$ cat config.mk
export PLATFORM = sky130hd
export DESIGN_NAME = gat_wh_top
export DESIGN_NICKNAME = d
export VERILOG_FILES = /design/src/gat_pkg.sv /design/src/gat_wh_top.sv /design/src/wh_mac.sv /design/src/row_fetch.sv /design/src/axi_lite_slave.sv /design/src/memory_controller.sv /design/src/bram.sv
export SDC_FILE = /design/constraint.sdc
export NUM_CORES = 2
export LEC_CHECK = 0
export BUFFER_PORTS_ARGS = -buffer_cell sky130_fd_sc_hd__buf_2
export CAP_MARGIN = 30
export CORE_ASPECT_RATIO = 1.4
export CORE_MARGIN = 2
export CORE_UTILIZATION = 60
export CTS_CLUSTER_SIZE = 20
export DETAILED_ROUTE_END_ITERATION = 12
export GPL_ROUTABILITY_DRIVEN = 0
export PLACE_DENSITY_LB_ADDON = 0.3
export SYNTH_ARGS = -nofsm -noshare
export SYNTH_HDL_FRONTEND = slang
export SYNTH_SLANG_ARGS = --single-unit
$ cat constraint.sdc
create_clock -name clk -period 7.5 [get_ports clk]
set_input_delay 0 -clock clk [delete_from_list [all_inputs] [get_ports clk]]
set_output_delay 0 -clock clk [all_outputs]
set_load 0.005 [all_outputs]
$ cat src/gat_pkg.sv
/*
 * GAT WH projection, shared definitions
 * Data format, AXI4-Lite address map and response codes used by the
 * host front end, the memories and the WH pipeline
 */
`default_nettype none

package gat_pkg;

  // ============================================================
  // Data format
  // ============================================================
  localparam int DATA_WIDTH    = 8;
  localparam int NUM_LANES     = 4;
  // One weight row fills one bus word
  localparam int WGT_ROW_WIDTH = NUM_LANES * DATA_WIDTH;

  // ============================================================
  // AXI4-Lite
  // ============================================================
  localparam int AXI_ADDR_WIDTH = 12;
  localparam int AXI_DATA_WIDTH = 32;
  localparam int AXI_STRB_WIDTH = AXI_DATA_WIDTH / 8;

  localparam logic [AXI_ADDR_WIDTH-1:0] ADDR_CTRL      = 12'h000;
  localparam logic [AXI_ADDR_WIDTH-1:0] ADDR_STATUS    = 12'h004;
  localparam logic [AXI_ADDR_WIDTH-1:0] BASE_NODE_INFO = 12'h100;
  localparam logic [AXI_ADDR_WIDTH-1:0] BASE_WEIGHT    = 12'h200;
  localparam logic [AXI_ADDR_WIDTH-1:0] BASE_H_DATA    = 12'h400;
  localparam logic [AXI_ADDR_WIDTH-1:0] BASE_WH        = 12'h800;

  // Word offset widths of the weight and H regions
  localparam int WGT_REGION_AW = $clog2(BASE_H_DATA - BASE_WEIGHT) - 2;
  localparam int H_REGION_AW   = $clog2(BASE_WH - BASE_H_DATA) - 2;

  localparam logic [1:0] RESP_OKAY   = 2'b00;
  localparam logic [1:0] RESP_SLVERR = 2'b10;

endpackage

`default_nettype wire
$ cat src/gat_wh_top.sv
/*
 * GAT WH projection top level
 * AXI4-Lite front end, on-chip memories and the row fetch and
 * multiply-accumulate pipeline computing WH = H x W
 */
`default_nettype none

module gat_wh_top
  import gat_pkg::*;
#(
  parameter int NUM_FEATURE_IN = 16,
  parameter int TOTAL_NODES    = 8,
  parameter int H_DEPTH        = 64,
  localparam int NODE_AW = $clog2(TOTAL_NODES),
  localparam int FEAT_AW = $clog2(NUM_FEATURE_IN),
  localparam int H_AW    = $clog2(H_DEPTH),
  localparam int LEN_W   = $clog2(H_DEPTH + 1),
  localparam int H_W     = DATA_WIDTH + FEAT_AW,
  localparam int WH_W    = NUM_LANES * (2 * DATA_WIDTH + FEAT_AW)
) (
  input  logic                      clk,
  input  logic                      rst_n,
  input  logic [AXI_ADDR_WIDTH-1:0] awaddr,
  input  logic                      awvalid,
  output logic                      awready,
  input  logic [AXI_DATA_WIDTH-1:0] wdata,
  input  logic [AXI_STRB_WIDTH-1:0] wstrb,
  input  logic                      wvalid,
  output logic                      wready,
  output logic [1:0]                bresp,
  output logic                      bvalid,
  input  logic                      bready,
  input  logic [AXI_ADDR_WIDTH-1:0] araddr,
  input  logic                      arvalid,
  output logic                      arready,
  output logic [AXI_DATA_WIDTH-1:0] rdata,
  output logic [1:0]                rresp,
  output logic                      rvalid,
  input  logic                      rready
);

  // Host side
  logic                      node_info_we, h_data_we, wgt_we;
  logic [NODE_AW-1:0]        node_info_addr, wh_rd_addr;
  logic [H_REGION_AW-1:0]    h_data_addr;
  logic [WGT_REGION_AW-1:0]  wgt_addr;
  logic [AXI_DATA_WIDTH-1:0] host_din;
  logic [WH_W-1:0]           wh_dout;
  logic                      start, row_done;
  logic [NODE_AW-1:0]        done_node;

  // Pipeline side
  logic [NODE_AW-1:0]        node_info_rd_addr, item_node, wh_wr_addr;
  logic [LEN_W-1:0]          node_info_dout;
  logic [H_AW-1:0]           h_data_rd_addr;
  logic [H_W-1:0]            h_data_dout;
  logic [FEAT_AW-1:0]        wgt_rd_addr;
  logic [WGT_ROW_WIDTH-1:0]  wgt_dout;
  logic                      item_valid, item_last, item_empty, wh_we;
  logic [WH_W-1:0]           wh_din;

  axi_lite_slave #(
    .NUM_FEATURE_IN (NUM_FEATURE_IN),
    .TOTAL_NODES    (TOTAL_NODES)
  ) u_axi_lite_slave (.*);

  memory_controller #(
    .NUM_FEATURE_IN (NUM_FEATURE_IN),
    .TOTAL_NODES    (TOTAL_NODES),
    .H_DEPTH        (H_DEPTH)
  ) u_memory_controller (.*);

  row_fetch #(
    .TOTAL_NODES (TOTAL_NODES),
    .H_DEPTH     (H_DEPTH)
  ) u_row_fetch (.*);

  wh_mac #(
    .NUM_FEATURE_IN (NUM_FEATURE_IN),
    .TOTAL_NODES    (TOTAL_NODES)
  ) u_wh_mac (.*);

endmodule

`default_nettype wire

$ cat src/wh_mac.sv
/*
 * WH multiply-accumulate, second and third pipeline stages
 * Stage 1 takes the H word and fetches the weight row by column,
 * stage 2 multiplies into four signed lanes and writes the WH row
 * on the last item of a node
 */
`default_nettype none

module wh_mac
  import gat_pkg::*;
#(
  parameter int NUM_FEATURE_IN = 16,
  parameter int TOTAL_NODES    = 8,
  localparam int NODE_AW = $clog2(TOTAL_NODES),
  localparam int FEAT_AW = $clog2(NUM_FEATURE_IN),
  localparam int H_W     = DATA_WIDTH + FEAT_AW,
  localparam int ACC_W   = 2 * DATA_WIDTH + FEAT_AW,
  localparam int WH_W    = NUM_LANES * ACC_W
) (
  input  logic                     clk,
  input  logic                     rst_n,
  input  logic                     item_valid,
  input  logic [NODE_AW-1:0]       item_node,
  input  logic                     item_last,
  input  logic                     item_empty,
  input  logic [H_W-1:0]           h_data_dout,
  output logic [FEAT_AW-1:0]       wgt_rd_addr,
  input  logic [WGT_ROW_WIDTH-1:0] wgt_dout,
  output logic                     wh_we,
  output logic [NODE_AW-1:0]       wh_wr_addr,
  output logic [WH_W-1:0]          wh_din,
  output logic                     row_done,
  output logic [NODE_AW-1:0]       done_node
);

  logic                         s1_valid, s1_last, s1_empty;
  logic [NODE_AW-1:0]           s1_node;
  logic                         s2_valid, s2_last, s2_empty;
  logic [NODE_AW-1:0]           s2_node;
  logic signed [DATA_WIDTH-1:0] s2_val;

  // Tags follow the H and weight memory latency
  always_ff @(posedge clk or negedge rst_n) begin
    if (!rst_n) begin
      s1_valid <= 1'b0;
      s2_valid <= 1'b0;
    end else begin
      s1_valid <= item_valid;
      s2_valid <= s1_valid;
    end
  end

  always_ff @(posedge clk) begin
    s1_node  <= item_node;
    s1_last  <= item_last;
    s1_empty <= item_empty;
    s2_node  <= s1_node;
    s2_last  <= s1_last;
    s2_empty <= s1_empty;
    s2_val   <= h_data_dout[DATA_WIDTH-1:0];
  end

  // Column index selects the weight row
  assign wgt_rd_addr = h_data_dout[DATA_WIDTH +: FEAT_AW];

  // ============================================================
  // Lane datapath
  // ============================================================
  for (genvar k = 0; k < NUM_LANES; k++) begin : g_lane
    logic signed [DATA_WIDTH-1:0]   wgt;
    logic signed [2*DATA_WIDTH-1:0] prod;
    logic signed [ACC_W-1:0]        acc, sum;

    assign wgt  = wgt_dout[k*DATA_WIDTH +: DATA_WIDTH];
    assign prod = s2_val * wgt;
    assign sum  = acc + ACC_W'(prod);
    assign wh_din[k*ACC_W +: ACC_W] = s2_empty ? '0 : sum;

    // Cleared on the last item, ready for the next node
    always_ff @(posedge clk or negedge rst_n) begin
      if (!rst_n) begin
        acc <= '0;
      end else if (s2_valid && !s2_empty) begin
        acc <= s2_last ? '0 : sum;
      end
    end
  end

  assign wh_we      = s2_valid && s2_last;
  assign wh_wr_addr = s2_node;
  assign row_done   = wh_we;
  assign done_node  = s2_node;

endmodule

`default_nettype wire

$ cat src/row_fetch.sv
/*
 * Row fetch, first pipeline stage
 * Walks the node info memory node by node and issues one sparse H
 * address per cycle, tagged with node index, last and empty flags
 */
`default_nettype none

module row_fetch #(
  parameter int TOTAL_NODES = 8,
  parameter int H_DEPTH     = 64,
  localparam int NODE_AW = $clog2(TOTAL_NODES),
  localparam int H_AW    = $clog2(H_DEPTH),
  localparam int LEN_W   = $clog2(H_DEPTH + 1)
) (
  input  logic               clk,
  input  logic               rst_n,
  input  logic               start,
  output logic [NODE_AW-1:0] node_info_rd_addr,
  input  logic [LEN_W-1:0]   node_info_dout,
  output logic [H_AW-1:0]    h_data_rd_addr,
  output logic               item_valid,
  output logic [NODE_AW-1:0] item_node,
  output logic               item_last,
  output logic               item_empty
);

  localparam logic [1:0] S_IDLE = 2'd0, S_ADDR = 2'd1, S_DATA = 2'd2, S_EMIT = 2'd3;

  logic [1:0]         state;
  logic [NODE_AW-1:0] node;
  logic [H_AW-1:0]    row_base;
  logic [LEN_W-1:0]   cnt;

  // Node info stays on the memory output while the node is emitted
  assign node_info_rd_addr = node;
  assign h_data_rd_addr    = row_base + H_AW'(cnt);
  assign item_valid        = state == S_EMIT;
  assign item_node         = node;
  // Empty row still emits a single item so its WH row is written
  assign item_empty        = node_info_dout == '0;
  assign item_last         = item_empty || cnt == node_info_dout - LEN_W'(1);

  always_ff @(posedge clk or negedge rst_n) begin
    if (!rst_n) begin
      state    <= S_IDLE;
      node     <= '0;
      row_base <= '0;
      cnt      <= '0;
    end else begin
      case (state)
        S_IDLE: begin
          if (start) begin
            node     <= '0;
            row_base <= '0;
            state    <= S_ADDR;
          end
        end
        S_ADDR: begin
          cnt   <= '0;
          state <= S_DATA;
        end
        S_DATA: state <= S_EMIT;
        default: begin
          if (item_last) begin
            // Rows are stored back to back
            row_base <= row_base + H_AW'(node_info_dout);
            cnt      <= '0;
            if (node == NODE_AW'(TOTAL_NODES - 1)) begin
              state <= S_IDLE;
            end else begin
              node  <= node + 1'b1;
              state <= S_ADDR;
            end
          end else begin
            cnt <= cnt + 1'b1;
          end
        end
      endcase
    end
  end

endmodule

`default_nettype wire

$ cat src/axi_lite_slave.sv
/*
 * AXI4-Lite front end
 * Decodes the address map into memory writes, the start control and
 * the status register, and returns WH lanes sign-extended to 32 bits.
 * Holds busy and done for the run
 */
`default_nettype none

module axi_lite_slave
  import gat_pkg::*;
#(
  parameter int NUM_FEATURE_IN = 16,
  parameter int TOTAL_NODES    = 8,
  localparam int NODE_AW = $clog2(TOTAL_NODES),
  localparam int LANE_W  = $clog2(NUM_LANES),
  localparam int ACC_W   = 2 * DATA_WIDTH + $clog2(NUM_FEATURE_IN),
  localparam int WH_W    = NUM_LANES * ACC_W
) (
  input  logic                      clk,
  input  logic                      rst_n,
  input  logic [AXI_ADDR_WIDTH-1:0] awaddr,
  input  logic                      awvalid,
  output logic                      awready,
  input  logic [AXI_DATA_WIDTH-1:0] wdata,
  input  logic [AXI_STRB_WIDTH-1:0] wstrb,
  input  logic                      wvalid,
  output logic                      wready,
  output logic [1:0]                bresp,
  output logic                      bvalid,
  input  logic                      bready,
  input  logic [AXI_ADDR_WIDTH-1:0] araddr,
  input  logic                      arvalid,
  output logic                      arready,
  output logic [AXI_DATA_WIDTH-1:0] rdata,
  output logic [1:0]                rresp,
  output logic                      rvalid,
  input  logic                      rready,
  output logic                      node_info_we,
  output logic [NODE_AW-1:0]        node_info_addr,
  output logic                      h_data_we,
  output logic [H_REGION_AW-1:0]    h_data_addr,
  output logic                      wgt_we,
  output logic [WGT_REGION_AW-1:0]  wgt_addr,
  output logic [AXI_DATA_WIDTH-1:0] host_din,
  output logic [NODE_AW-1:0]        wh_rd_addr,
  input  logic [WH_W-1:0]           wh_dout,
  output logic                      start,
  input  logic                      row_done,
  input  logic [NODE_AW-1:0]        done_node
);

  localparam logic [2:0] R_NONE = 3'd0, R_CTRL = 3'd1, R_STATUS = 3'd2, R_NI = 3'd3;
  localparam logic [2:0] R_WGT = 3'd4, R_H = 3'd5, R_WH = 3'd6;

  logic                     busy, done;
  logic [2:0]               wr_region, rd_region;
  logic                     mem_wr, wr_ok, start_req, ar_hs;
  logic [H_REGION_AW-1:0]   wr_word;
  logic                     rd_pend, rd_wh, rd_status, rd_err;
  logic [LANE_W-1:0]        rd_lane;
  logic signed [ACC_W-1:0]  wh_lane;

  function automatic logic [2:0] decode(input logic [AXI_ADDR_WIDTH-1:0] a);
    if (a == ADDR_CTRL) return R_CTRL;
    if (a == ADDR_STATUS) return R_STATUS;
    if (a >= BASE_NODE_INFO && a < BASE_NODE_INFO + 4 * TOTAL_NODES) return R_NI;
    if (a >= BASE_WEIGHT && a < BASE_WEIGHT + 4 * NUM_FEATURE_IN) return R_WGT;
    if (a >= BASE_H_DATA && a < BASE_WH) return R_H;
    if (a >= BASE_WH && a < BASE_WH + 4 * NUM_LANES * TOTAL_NODES) return R_WH;
    return R_NONE;
  endfunction

  // ============================================================
  // Write channel
  // ============================================================
  // Address and data taken together, one response at a time
  assign awready   = awvalid && wvalid && !bvalid;
  assign wready    = awready;
  assign wr_region = decode(awaddr);
  // Input memories are locked while a run is in progress
  assign mem_wr    = (wr_region inside {R_NI, R_WGT, R_H}) && !busy && (&wstrb);
  assign wr_ok     = mem_wr || wr_region == R_CTRL || wr_region == R_STATUS;
  assign start_req = awready && wr_region == R_CTRL && wstrb[0] && wdata[0] && !busy;

  always_ff @(posedge clk or negedge rst_n) begin
    if (!rst_n) begin
      bvalid       <= 1'b0;
      bresp        <= RESP_OKAY;
      node_info_we <= 1'b0;
      wgt_we       <= 1'b0;
      h_data_we    <= 1'b0;
      start        <= 1'b0;
    end else begin
      node_info_we <= awready && mem_wr && wr_region == R_NI;
      wgt_we       <= awready && mem_wr && wr_region == R_WGT;
      h_data_we    <= awready && mem_wr && wr_region == R_H;
      start        <= start_req;
      if (awready) begin
        bvalid <= 1'b1;
        bresp  <= wr_ok ? RESP_OKAY : RESP_SLVERR;
      end else if (bready) begin
        bvalid <= 1'b0;
      end
    end
  end

  always_ff @(posedge clk) begin
    if (awready) begin
      wr_word  <= awaddr[H_REGION_AW+1:2];
      host_din <= wdata;
    end
  end

  // Regions are aligned, so the low word bits index every memory
  assign node_info_addr = wr_word[NODE_AW-1:0];
  assign wgt_addr       = wr_word[WGT_REGION_AW-1:0];
  assign h_data_addr    = wr_word;

  // ============================================================
  // Run control
  // ============================================================
  always_ff @(posedge clk or negedge rst_n) begin
    if (!rst_n) begin
      busy <= 1'b0;
      done <= 1'b0;
    end else if (start_req) begin
      busy <= 1'b1;
      done <= 1'b0;
    end else if (busy && row_done && done_node == NODE_AW'(TOTAL_NODES - 1)) begin
      busy <= 1'b0;
      done <= 1'b1;
    end
  end

  // ============================================================
  // Read channel
  // ============================================================
  assign arready    = !rd_pend && !rvalid;
  assign ar_hs      = arvalid && arready;
  assign rd_region  = decode(araddr);
  // WH row address goes straight to the memory, data arrives in rd_pend
  assign wh_rd_addr = araddr[2+LANE_W +: NODE_AW];
  assign wh_lane    = wh_dout[rd_lane*ACC_W +: ACC_W];

  always_ff @(posedge clk or negedge rst_n) begin
    if (!rst_n) begin
      rd_pend <= 1'b0;
      rvalid  <= 1'b0;
    end else begin
      rd_pend <= ar_hs;
      if (rd_pend) begin
        rvalid <= 1'b1;
      end else if (rready) begin
        rvalid <= 1'b0;
      end
    end
  end

  always_ff @(posedge clk) begin
    if (ar_hs) begin
      rd_lane   <= araddr[2 +: LANE_W];
      rd_wh     <= rd_region == R_WH;
      rd_status <= rd_region == R_STATUS;
      rd_err    <= rd_region inside {R_NONE, R_NI, R_WGT, R_H};
    end
    if (rd_pend) begin
      rresp <= rd_err ? RESP_SLVERR : RESP_OKAY;
      if (rd_wh) begin
        rdata <= AXI_DATA_WIDTH'(wh_lane);
      end else if (rd_status) begin
        rdata <= AXI_DATA_WIDTH'({done, busy});
      end else begin
        rdata <= '0;
      end
    end
  end

endmodule

`default_nettype wire

$ cat src/memory_controller.sv
/*
 * Memory controller
 * Holds the sparse H, node info, weight and WH memories. Host writes
 * come in as bus words and are narrowed to each memory's format, the
 * pipeline owns the read ports and the WH write port
 */
`default_nettype none

module memory_controller
  import gat_pkg::*;
#(
  parameter int NUM_FEATURE_IN = 16,
  parameter int TOTAL_NODES    = 8,
  parameter int H_DEPTH        = 64,
  localparam int NODE_AW = $clog2(TOTAL_NODES),
  localparam int FEAT_AW = $clog2(NUM_FEATURE_IN),
  localparam int H_AW    = $clog2(H_DEPTH),
  localparam int LEN_W   = $clog2(H_DEPTH + 1),
  localparam int H_W     = DATA_WIDTH + FEAT_AW,
  localparam int ACC_W   = 2 * DATA_WIDTH + FEAT_AW,
  localparam int WH_W    = NUM_LANES * ACC_W
) (
  input  logic                      clk,
  input  logic                      rst_n,
  // Host writes
  input  logic                      node_info_we,
  input  logic [NODE_AW-1:0]        node_info_addr,
  input  logic                      h_data_we,
  input  logic [H_REGION_AW-1:0]    h_data_addr,
  input  logic                      wgt_we,
  input  logic [WGT_REGION_AW-1:0]  wgt_addr,
  input  logic [AXI_DATA_WIDTH-1:0] host_din,
  // Pipeline reads
  input  logic [NODE_AW-1:0]        node_info_rd_addr,
  input  logic [H_AW-1:0]           h_data_rd_addr,
  input  logic [FEAT_AW-1:0]        wgt_rd_addr,
  output logic [LEN_W-1:0]          node_info_dout,
  output logic [H_W-1:0]            h_data_dout,
  output logic [WGT_ROW_WIDTH-1:0]  wgt_dout,
  // WH results
  input  logic                      wh_we,
  input  logic [NODE_AW-1:0]        wh_wr_addr,
  input  logic [WH_W-1:0]           wh_din,
  input  logic [NODE_AW-1:0]        wh_rd_addr,
  output logic [WH_W-1:0]           wh_dout
);

  // ============================================================
  // Input memories
  // ============================================================
  bram #(.DATA_WIDTH(LEN_W), .DEPTH(TOTAL_NODES)) u_node_info_bram (
    .clk   (clk),
    .rst_n (rst_n),
    .din   (host_din[LEN_W-1:0]),
    .addra (node_info_addr),
    .wea   (node_info_we),
    .addrb (node_info_rd_addr),
    .dout  (node_info_dout)
  );

  // Value in the low byte, column index above it
  bram #(.DATA_WIDTH(H_W), .DEPTH(H_DEPTH)) u_h_data_bram (
    .clk   (clk),
    .rst_n (rst_n),
    .din   (host_din[H_W-1:0]),
    .addra (h_data_addr[H_AW-1:0]),
    .wea   (h_data_we),
    .addrb (h_data_rd_addr),
    .dout  (h_data_dout)
  );

  bram #(.DATA_WIDTH(WGT_ROW_WIDTH), .DEPTH(NUM_FEATURE_IN)) u_wgt_bram (
    .clk   (clk),
    .rst_n (rst_n),
    .din   (host_din[WGT_ROW_WIDTH-1:0]),
    .addra (wgt_addr[FEAT_AW-1:0]),
    .wea   (wgt_we),
    .addrb (wgt_rd_addr),
    .dout  (wgt_dout)
  );

  // ============================================================
  // WH rows, four accumulator lanes per node
  // ============================================================
  bram #(.DATA_WIDTH(WH_W), .DEPTH(TOTAL_NODES)) u_wh_bram (
    .clk   (clk),
    .rst_n (rst_n),
    .din   (wh_din),
    .addra (wh_wr_addr),
    .wea   (wh_we),
    .addrb (wh_rd_addr),
    .dout  (wh_dout)
  );

endmodule

`default_nettype wire

$ cat src/bram.sv
/*
 * Simple dual-port block RAM
 * One write port and one read port with a registered output,
 * one cycle from read address to data
 */
`default_nettype none

module bram #(
  parameter int DATA_WIDTH = 8,
  parameter int DEPTH      = 16,
  localparam int ADDR_W    = $clog2(DEPTH)
) (
  input  logic                  clk,
  input  logic                  rst_n,
  input  logic [DATA_WIDTH-1:0] din,
  input  logic [ADDR_W-1:0]     addra,
  input  logic                  wea,
  input  logic [ADDR_W-1:0]     addrb,
  output logic [DATA_WIDTH-1:0] dout
);

  logic [DATA_WIDTH-1:0] mem [DEPTH];

  always_ff @(posedge clk) begin
    if (wea) begin
      mem[addra] <= din;
    end
  end

  // Read every cycle
  always_ff @(posedge clk or negedge rst_n) begin
    if (!rst_n) begin
      dout <= '0;
    end else begin
      dout <= mem[addrb];
    end
  end

endmodule

`default_nettype wire

**Yosys cells after proc, flatten, opt, wreduce, memory -nomap -nowiden**

Memories as Yosys holds them, arrays and structs flattened. A register that Yosys moved wholly into a read port is not among the register bits.
Cells that the tools add are included.

- RAM bits: 1976
- Word-level logic and storage cells: 256
- Output and inout bits: 41
- Bits of input ports: 67
- Memories kept: 4
- Bits in registers: 206

- Reductions and logical operators: 56
- Shifts and indexed selects: 1
- Equal/unequal tests: 20
- Bitwise logic cells: 1
- Muxes and demuxes: 109
- Multipliers: 5
- $lt $le $gt $ge: 16
- Add/subtract/negate cells: 9

Memory list:

| name | words | width | read ports | clocked after memory_dff | write ports | RTL line | RTL |
|---|---|---|---|---|---|---|---|
| u_memory_controller.u_h_data_bram.mem | 64 | 12 | 1 | 1 | 1 | bram.sv:22 | `logic [DATA_WIDTH-1:0] mem [DEPTH];` |
| u_memory_controller.u_wh_bram.mem | 8 | 80 | 1 | 1 | 1 | bram.sv:22 |  |
| u_memory_controller.u_wgt_bram.mem | 16 | 32 | 1 | 1 | 1 | bram.sv:22 |  |
| u_memory_controller.u_node_info_bram.mem | 8 | 7 | 1 | 1 | 1 | bram.sv:22 |  |

Operators by type and width:

| kind | number |
|---|---|
| 20-bit two-way mux | 8 |
| 3-bit two-way mux | 29 |
| 20-bit by 16-bit adder with 20-bit output | 4 |
| 80-bit by 8-bit indexed part select with 20-bit output | 1 |
| 8-bit by 8-bit multiplier with 16-bit output | 4 |
| 1-bit two-way mux | 59 |
| 12-bit < comparator (second input constant) | 4 |
| 32-bit two-way mux | 1 |
| 1-bit logical AND | 26 |
| 12-bit by 3-bit == test with 1-bit output (second input constant) | 2 |
| 12-bit by 10-bit greater-or-equal comparator with 1-bit output (second input constant) | 2 |
| 12-bit by 11-bit greater-or-equal comparator with 1-bit output (second input constant) | 2 |
| 12-bit greater-or-equal comparator (second input constant) | 2 |
| 12-bit by 9-bit greater-or-equal comparator with 1-bit output (second input constant) | 2 |
| 12-bit zero test | 2 |
| 12-bit by 10-bit < comparator with 1-bit output (second input constant) | 2 |
| 12-bit by 9-bit < comparator with 1-bit output (second input constant) | 2 |
| 3-bit == test (second input constant) | 7 |
| 7-bit one-hot mux with 2 select lines | 1 |
| 6-bit adder | 2 |
| 3-bit by 2-bit == test with 1-bit output (second input constant) | 4 |
| 6-bit two-way mux | 2 |
| 6-bit one-hot mux with 2 select lines | 1 |
| 2-bit two-way mux | 5 |
| other kinds (25) | 43 |

**Depth between registers and ports, before layout**

- Depth in word-level cells: 30
- Mapped depth: 20
- Gate-level depth less buffers: 19

**By module**

From an unflattened synthesis, not the netlist that was laid out.

- Cells, all modules: 5637
- Area total of the unflattened synthesis: 101650.0 µm²

Modules (own cells, without submodules):

| module | times used | area an instance (µm²) | cells each |
|---|---|---|---|
| bram at u_memory_controller.u_h_data_bram | 1 | 29867.4 | 1356 |
| bram at u_memory_controller.u_wh_bram | 1 | 26055.0 | 1018 |
| bram at u_memory_controller.u_wgt_bram | 1 | 19995.4 | 838 |
| wh_mac | 1 | 18342.6 | 1946 |
| axi_lite_slave | 1 | 3342.0 | 199 |
| bram at u_memory_controller.u_node_info_bram | 1 | 2401.1 | 101 |
| row_fetch | 1 | 1646.6 | 179 |

**Least setup slack after synthesis**

Ideal clock, no wire load.

- Kind: reg-to-reg
- Start: register u_wh_mac.s2_last
- End: memory u_memory_controller.u_wh_bram.mem[3][0] (netlist bit) (enable)
- Slack: 0.721 ns
- Cell stages (with the launch flop): 4
- Setup time: 0.616 ns
- Period minus slack after synthesis: 6.779 ns
- Data arrival time: 6.163 ns
- Required time: 6.884 ns
- Cells stage by stage: dfxtp_1 > clkbuf_1 > nand2_1 > nor3_1

- Word-level cells in the longest chain between the ends: 3

RTL lines:

| what | RTL line | RTL |
|---|---|---|
| start: declaration | wh_mac.sv:38 | `logic s2_valid, s2_last, s2_empty;` |
| start signal: assignment | wh_mac.sv:58 | `s2_last <= s1_last;` |
| 1-bit logical AND | wh_mac.sv:89 | `assign wh_we = s2_valid && s2_last;` |
| 1-bit two-way mux | bram.sv:25 | `if (wea) begin` |
| 1-bit two-way mux (not written as such) | bram.sv:26 | `mem[addra] <= din;` |
| end: declaration | bram.sv:22 |  |

No other way between the ends.

**Worst setup path after layout**

- Start: register u_wh_mac.s2_val[7]
- End: memory u_memory_controller.u_wh_bram.mem[3][53] (netlist bit), data pin

- Word-level cells in the longest chain between the ends: 3

RTL lines:

| what | RTL line | RTL |
|---|---|---|
| start: declaration | wh_mac.sv:40 | `logic signed [DATA_WIDTH-1:0] s2_val;` |
| start signal: assignment | wh_mac.sv:60 | `s2_val <= h_data_dout[DATA_WIDTH-1:0];` |
| 8-bit by 8-bit multiplier with 16-bit output | wh_mac.sv:75 | `assign prod = s2_val * wgt;` |
| 20-bit by 16-bit adder with 20-bit output | wh_mac.sv:76 | `assign sum = acc + ACC_W'(prod);` |
| 20-bit two-way mux | wh_mac.sv:77 | `assign wh_din[k*ACC_W +: ACC_W] = s2_empty ? '0 : sum;` |
| via u_memory_controller.u_wh_bram.din[53] | bram.sv:15 | `input logic [DATA_WIDTH-1:0] din,` |

The timed path passes the listed nets, and every way through them passes these cells.

==> results.toml <==
[outcome]
outcome = "completed"

[die]
num_rows = 178
die_area_um2 = 171000
start_util = 0.602
pin_count = 108
core-area_um2 = 167000
fp.dieW_um = 350
dieHeight_um = 489

[timing]
fin_crit_ns = 6.29
setup_viol = 0
fin_crit_sh = 0.839
relSlewSlack = 0.311
drv_slew = 0
max_freq_ghz = 0.159
grt_setup_unrepaired = "false"
worstMarginPinSlew_ns = 1.03
hold_violations = 0
skew_ns = 0.0709
worst_slack_ns = 1.21
setup_tns_ns = 0

[global_routing]
grt_pass1_vias = 53900
grt_usage = 0.271
grt_pass1_wl_um = 339000
grt_max_degree = 130
grt-ovfl-total = 0
antenna_found_initial = 10

[power]
power_uw = 25100
p_clk_frac = 0.424
power_leakage_uw = 0.0398
powerDensity_nw_per_um2 = 222
comb_power_share = 0.020
ir_worst_vdd_uv = 252
p_int_uw = 20000
seq_power_share = 0.556
switching_share = 0.202
switching_power_uw = 5060

[hold_path]
min_delay_path_depth = 3
hp-start = "araddr[4]"
holdPathEnd = "u_memory_controller.u_wh_bram.dout[66]"
min_path_type = "primary input to flip-flop"

[final_layout]
final_cells = 8163
area_delta_synth_final_pct = 11.9
regArea_um2 = 67700
fillCellCount = 10600
drive_gt1_frac = 0.223
fin_util = 0.674
multi_input_area_um2 = 30800
fin_nets = 6353

[critical_path]
path_class = "flip-flop to flip-flop"
crit_arrival_ns = 6.79
r2r_slack_ns = 1.21
crit_required_ns = 8.00
critical_path.most_common_cell = "fa_1"
r2r_start = "u_wh_mac.s2_val[7]"
r2r-end = "u_memory_controller.u_wh_bram.mem[3][53]"
slowest_stage = "nor3_1"
crit_chain = "and2_1 -> buf_4 -> inv_1 -> fa_1 -> inv_1 -> fa_1 -> fa_1 -> fa_1 -> fa_1 -> ha_1 -> a21oi_1 -> nor2b_1 -> a311o_1 -> a21boi_0 -> a21boi_0 -> nor3_1"
start_kind = "flip-flop"
cp_max_fo = 13
end_kind = "flip-flop"
r2r_cells = 16
cp_slowest_stage_delay_ns = 0.79

[yosys]
synth.distinct_cells = 63
synthesis.instances = 5382
synth_edf_count = 2040
yosysWarnings = 0
ys_ff_latch = 2299
avgSynthCellArea_um2 = 18.7
synthesis.area_um2 = 101000
synthFlopType = "edfxtp_1"
yosys-top-cells-area = "edfxtp_1 (61%), mux4_2 (13%), fa_1 (7.0%)"
yosysTopAreaCell = "edfxtp_1"
async_flop_share = 0.105
ys_seq_area_frac = 0.671
netlist.area_leader.share = 0.607

[placed_design]
io_buffers = 105
post-place-ws_ns = 1.25
dp_hpwl_um = 131000
placed_cells = 7652

[route]
routed_via_density = 6.17
num_vias = 50400
drc = 0
routed_wl_um = 225000
wl_per_cell_um = 27.6
drt_first_pass_iters = 7
antenna_left = 0
first_iter_violations = 4865

[clocking]
cts.sinks = 2299
clk_path_buf_depth = 3
post-cts-setup-buffers = 0
cts_resized = 0
htreeDepth = 4
cts-buffers-inserted = 205
insertion_delay_ns = 0.88
clkTransAtPathRegs_ns = 0.06
cts_tree = "yes"
cts-root-buf = "clkbuf_16"

[job]
timing.max_cap.violations = 0
[final cells by class]
cell class                      instances  share of cell area
Inverter                              418              0.0139
Sequential cell                      2299               0.600
Clock buffer                          277              0.0507
Antenna cell                            3           0.0000665
Timing Repair Buffer                  377              0.0273
Clock inverter                        112              0.0106
Multi-Input combinational cell       2427               0.273
Tap cell                             2250              0.0249
[power by group through the flow]
stage	logic (µW)	clock network (µW)	registers [µW]
floorplan	234	0	14300
global placement	435	0	14200
detailed placement	457	0	14200
CTS	506	10800	14000
global route	539	11200	14000
finish	500	10600	14000
[per-layer routing]
metal,share of wire,up-vias,global-route usage
li1,-,21100,-
met1,0.36,26800,0.337
met2,0.53,2031,0.480
met3,0.060,459,0.0374
met4,0.044,10,0.116
met5,0.00036,-,0
[registers in the layout, summed over array words and instances (netlist names), 7 cells and up]
register	flops
u_memory_controller.u_wgt_bram.dout	32
u_memory_controller.u_wh_bram.dout	80
u_memory_controller.u_wh_bram.mem	640
u_memory_controller.u_h_data_bram.mem	768
u_wh_mac.s2_val	8
u_memory_controller.u_h_data_bram.dout	12
u_memory_controller.u_node_info_bram.mem	56
u_axi_lite_slave.host_din	32
u_memory_controller.u_node_info_bram.dout	7
u_axi_lite_slave.rdata	20
u_row_fetch.cnt	7
u_memory_controller.u_wgt_bram.mem	512
u_wh_mac.g_lane.acc	80
[Yosys cell counts, drive strengths merged, types with 10 or more instances]
master	count
nor2	223
a21oi	61
edfxtp	2040
nor3	18
nand2b	34
fa	354
a21o	20
ha	204
dfxtp	18
inv	414
nand2	232
or2	10
mux2i	17
dfrtp	241
o21ai	104
o21bai	16
xor2	35
xnor2	68
nor2b	45
nand3	22
mux4	594
and2	153
o31ai	17
a211oi	16
mux2	88
buf	95
clkbuf	144
[how the worst max path moves through the flow]
stage,startpoint,endpoint,slack [ns]
4_1_cts,u_wh_mac.s2_val[7],u_memory_controller.u_wh_bram.mem[6][53],1.23
3_3_place_gp,u_wh_mac.s2_val[7],u_memory_controller.u_wh_bram.mem[0][53],1.34
6_report,u_wh_mac.s2_val[7],u_memory_controller.u_wh_bram.mem[3][53],1.21
2_1_floorplan,u_wh_mac.s2_last,u_memory_controller.u_wh_bram.mem[3][0],0.72
5_1_grt,u_wh_mac.s2_val[7],u_memory_controller.u_wh_bram.mem[2][53],0.77
3_5_place_dp,u_wh_mac.s2_val[7],u_memory_controller.u_wh_bram.mem[3][53],1.25
[logic make-up after synthesis]
group,Yosys count,share of synthesized area
buf+inv,657,0.0262
simple gates,777,0.0367
flops,2299,0.671
xor+xnor,103,0.00895
compound gates,288,0.0176
other cells,1,0.0000372
mux,699,0.144
fa+ha+maj,558,0.0956
[cell usage in the layout (no fill, tap or decap), types with 20 or more instances in the layout]
cell and n:
mux4_2 594, edfxtp_1 2040, a21oi_1 61, ha_1 203
clkinv_1 31, xor2_1 35, clkinv_2 31, buf_2 101
clkbuf_1 44, nand2b_1 33, nand2_1 232, nor2_1 199
xnor2_1 64, dfrtp_1 237, nor2b_1 45, dlygate4sd3_1 117
nor2_4 22, clkbuf_16 209, and2_1 153, nand3_1 22
mux2_2 88, clkbuf_8 24, o21ai_0 104, a21o_1 20
fa_1 353, inv_1 413, buf_4 141
[critical path, delay by kind of cell, from the launching register on]
kind | cells | cell delay [ns]
flip-flops | 1 | 0.59
AND/OR/NAND/NOR | 3 | 1.05
buffers and inverters | 3 | 0.41
AO/OA/AOI/OAI | 4 | 1.13
adder cells (fa/ha/maj) | 6 | 2.76
[timing repair]
action | 4_1_cts | 5_1_grt
hold endpoints to repair | 365 | 0
setup endpoints to repair | 0 | 0
hold buffers | 118 | 0
[through the flow]
step | area, µm² | hold WS [ns]
detailed placement | 105000 | 0.00994
global route | 113000 | 0.0800
floorplan | 101000 | -0.296
global placement | 104000 | 0.0150
CTS | 113000 | 0.0283
finish | 113000 | 0.0475
(Power assumes the default switching activity.)
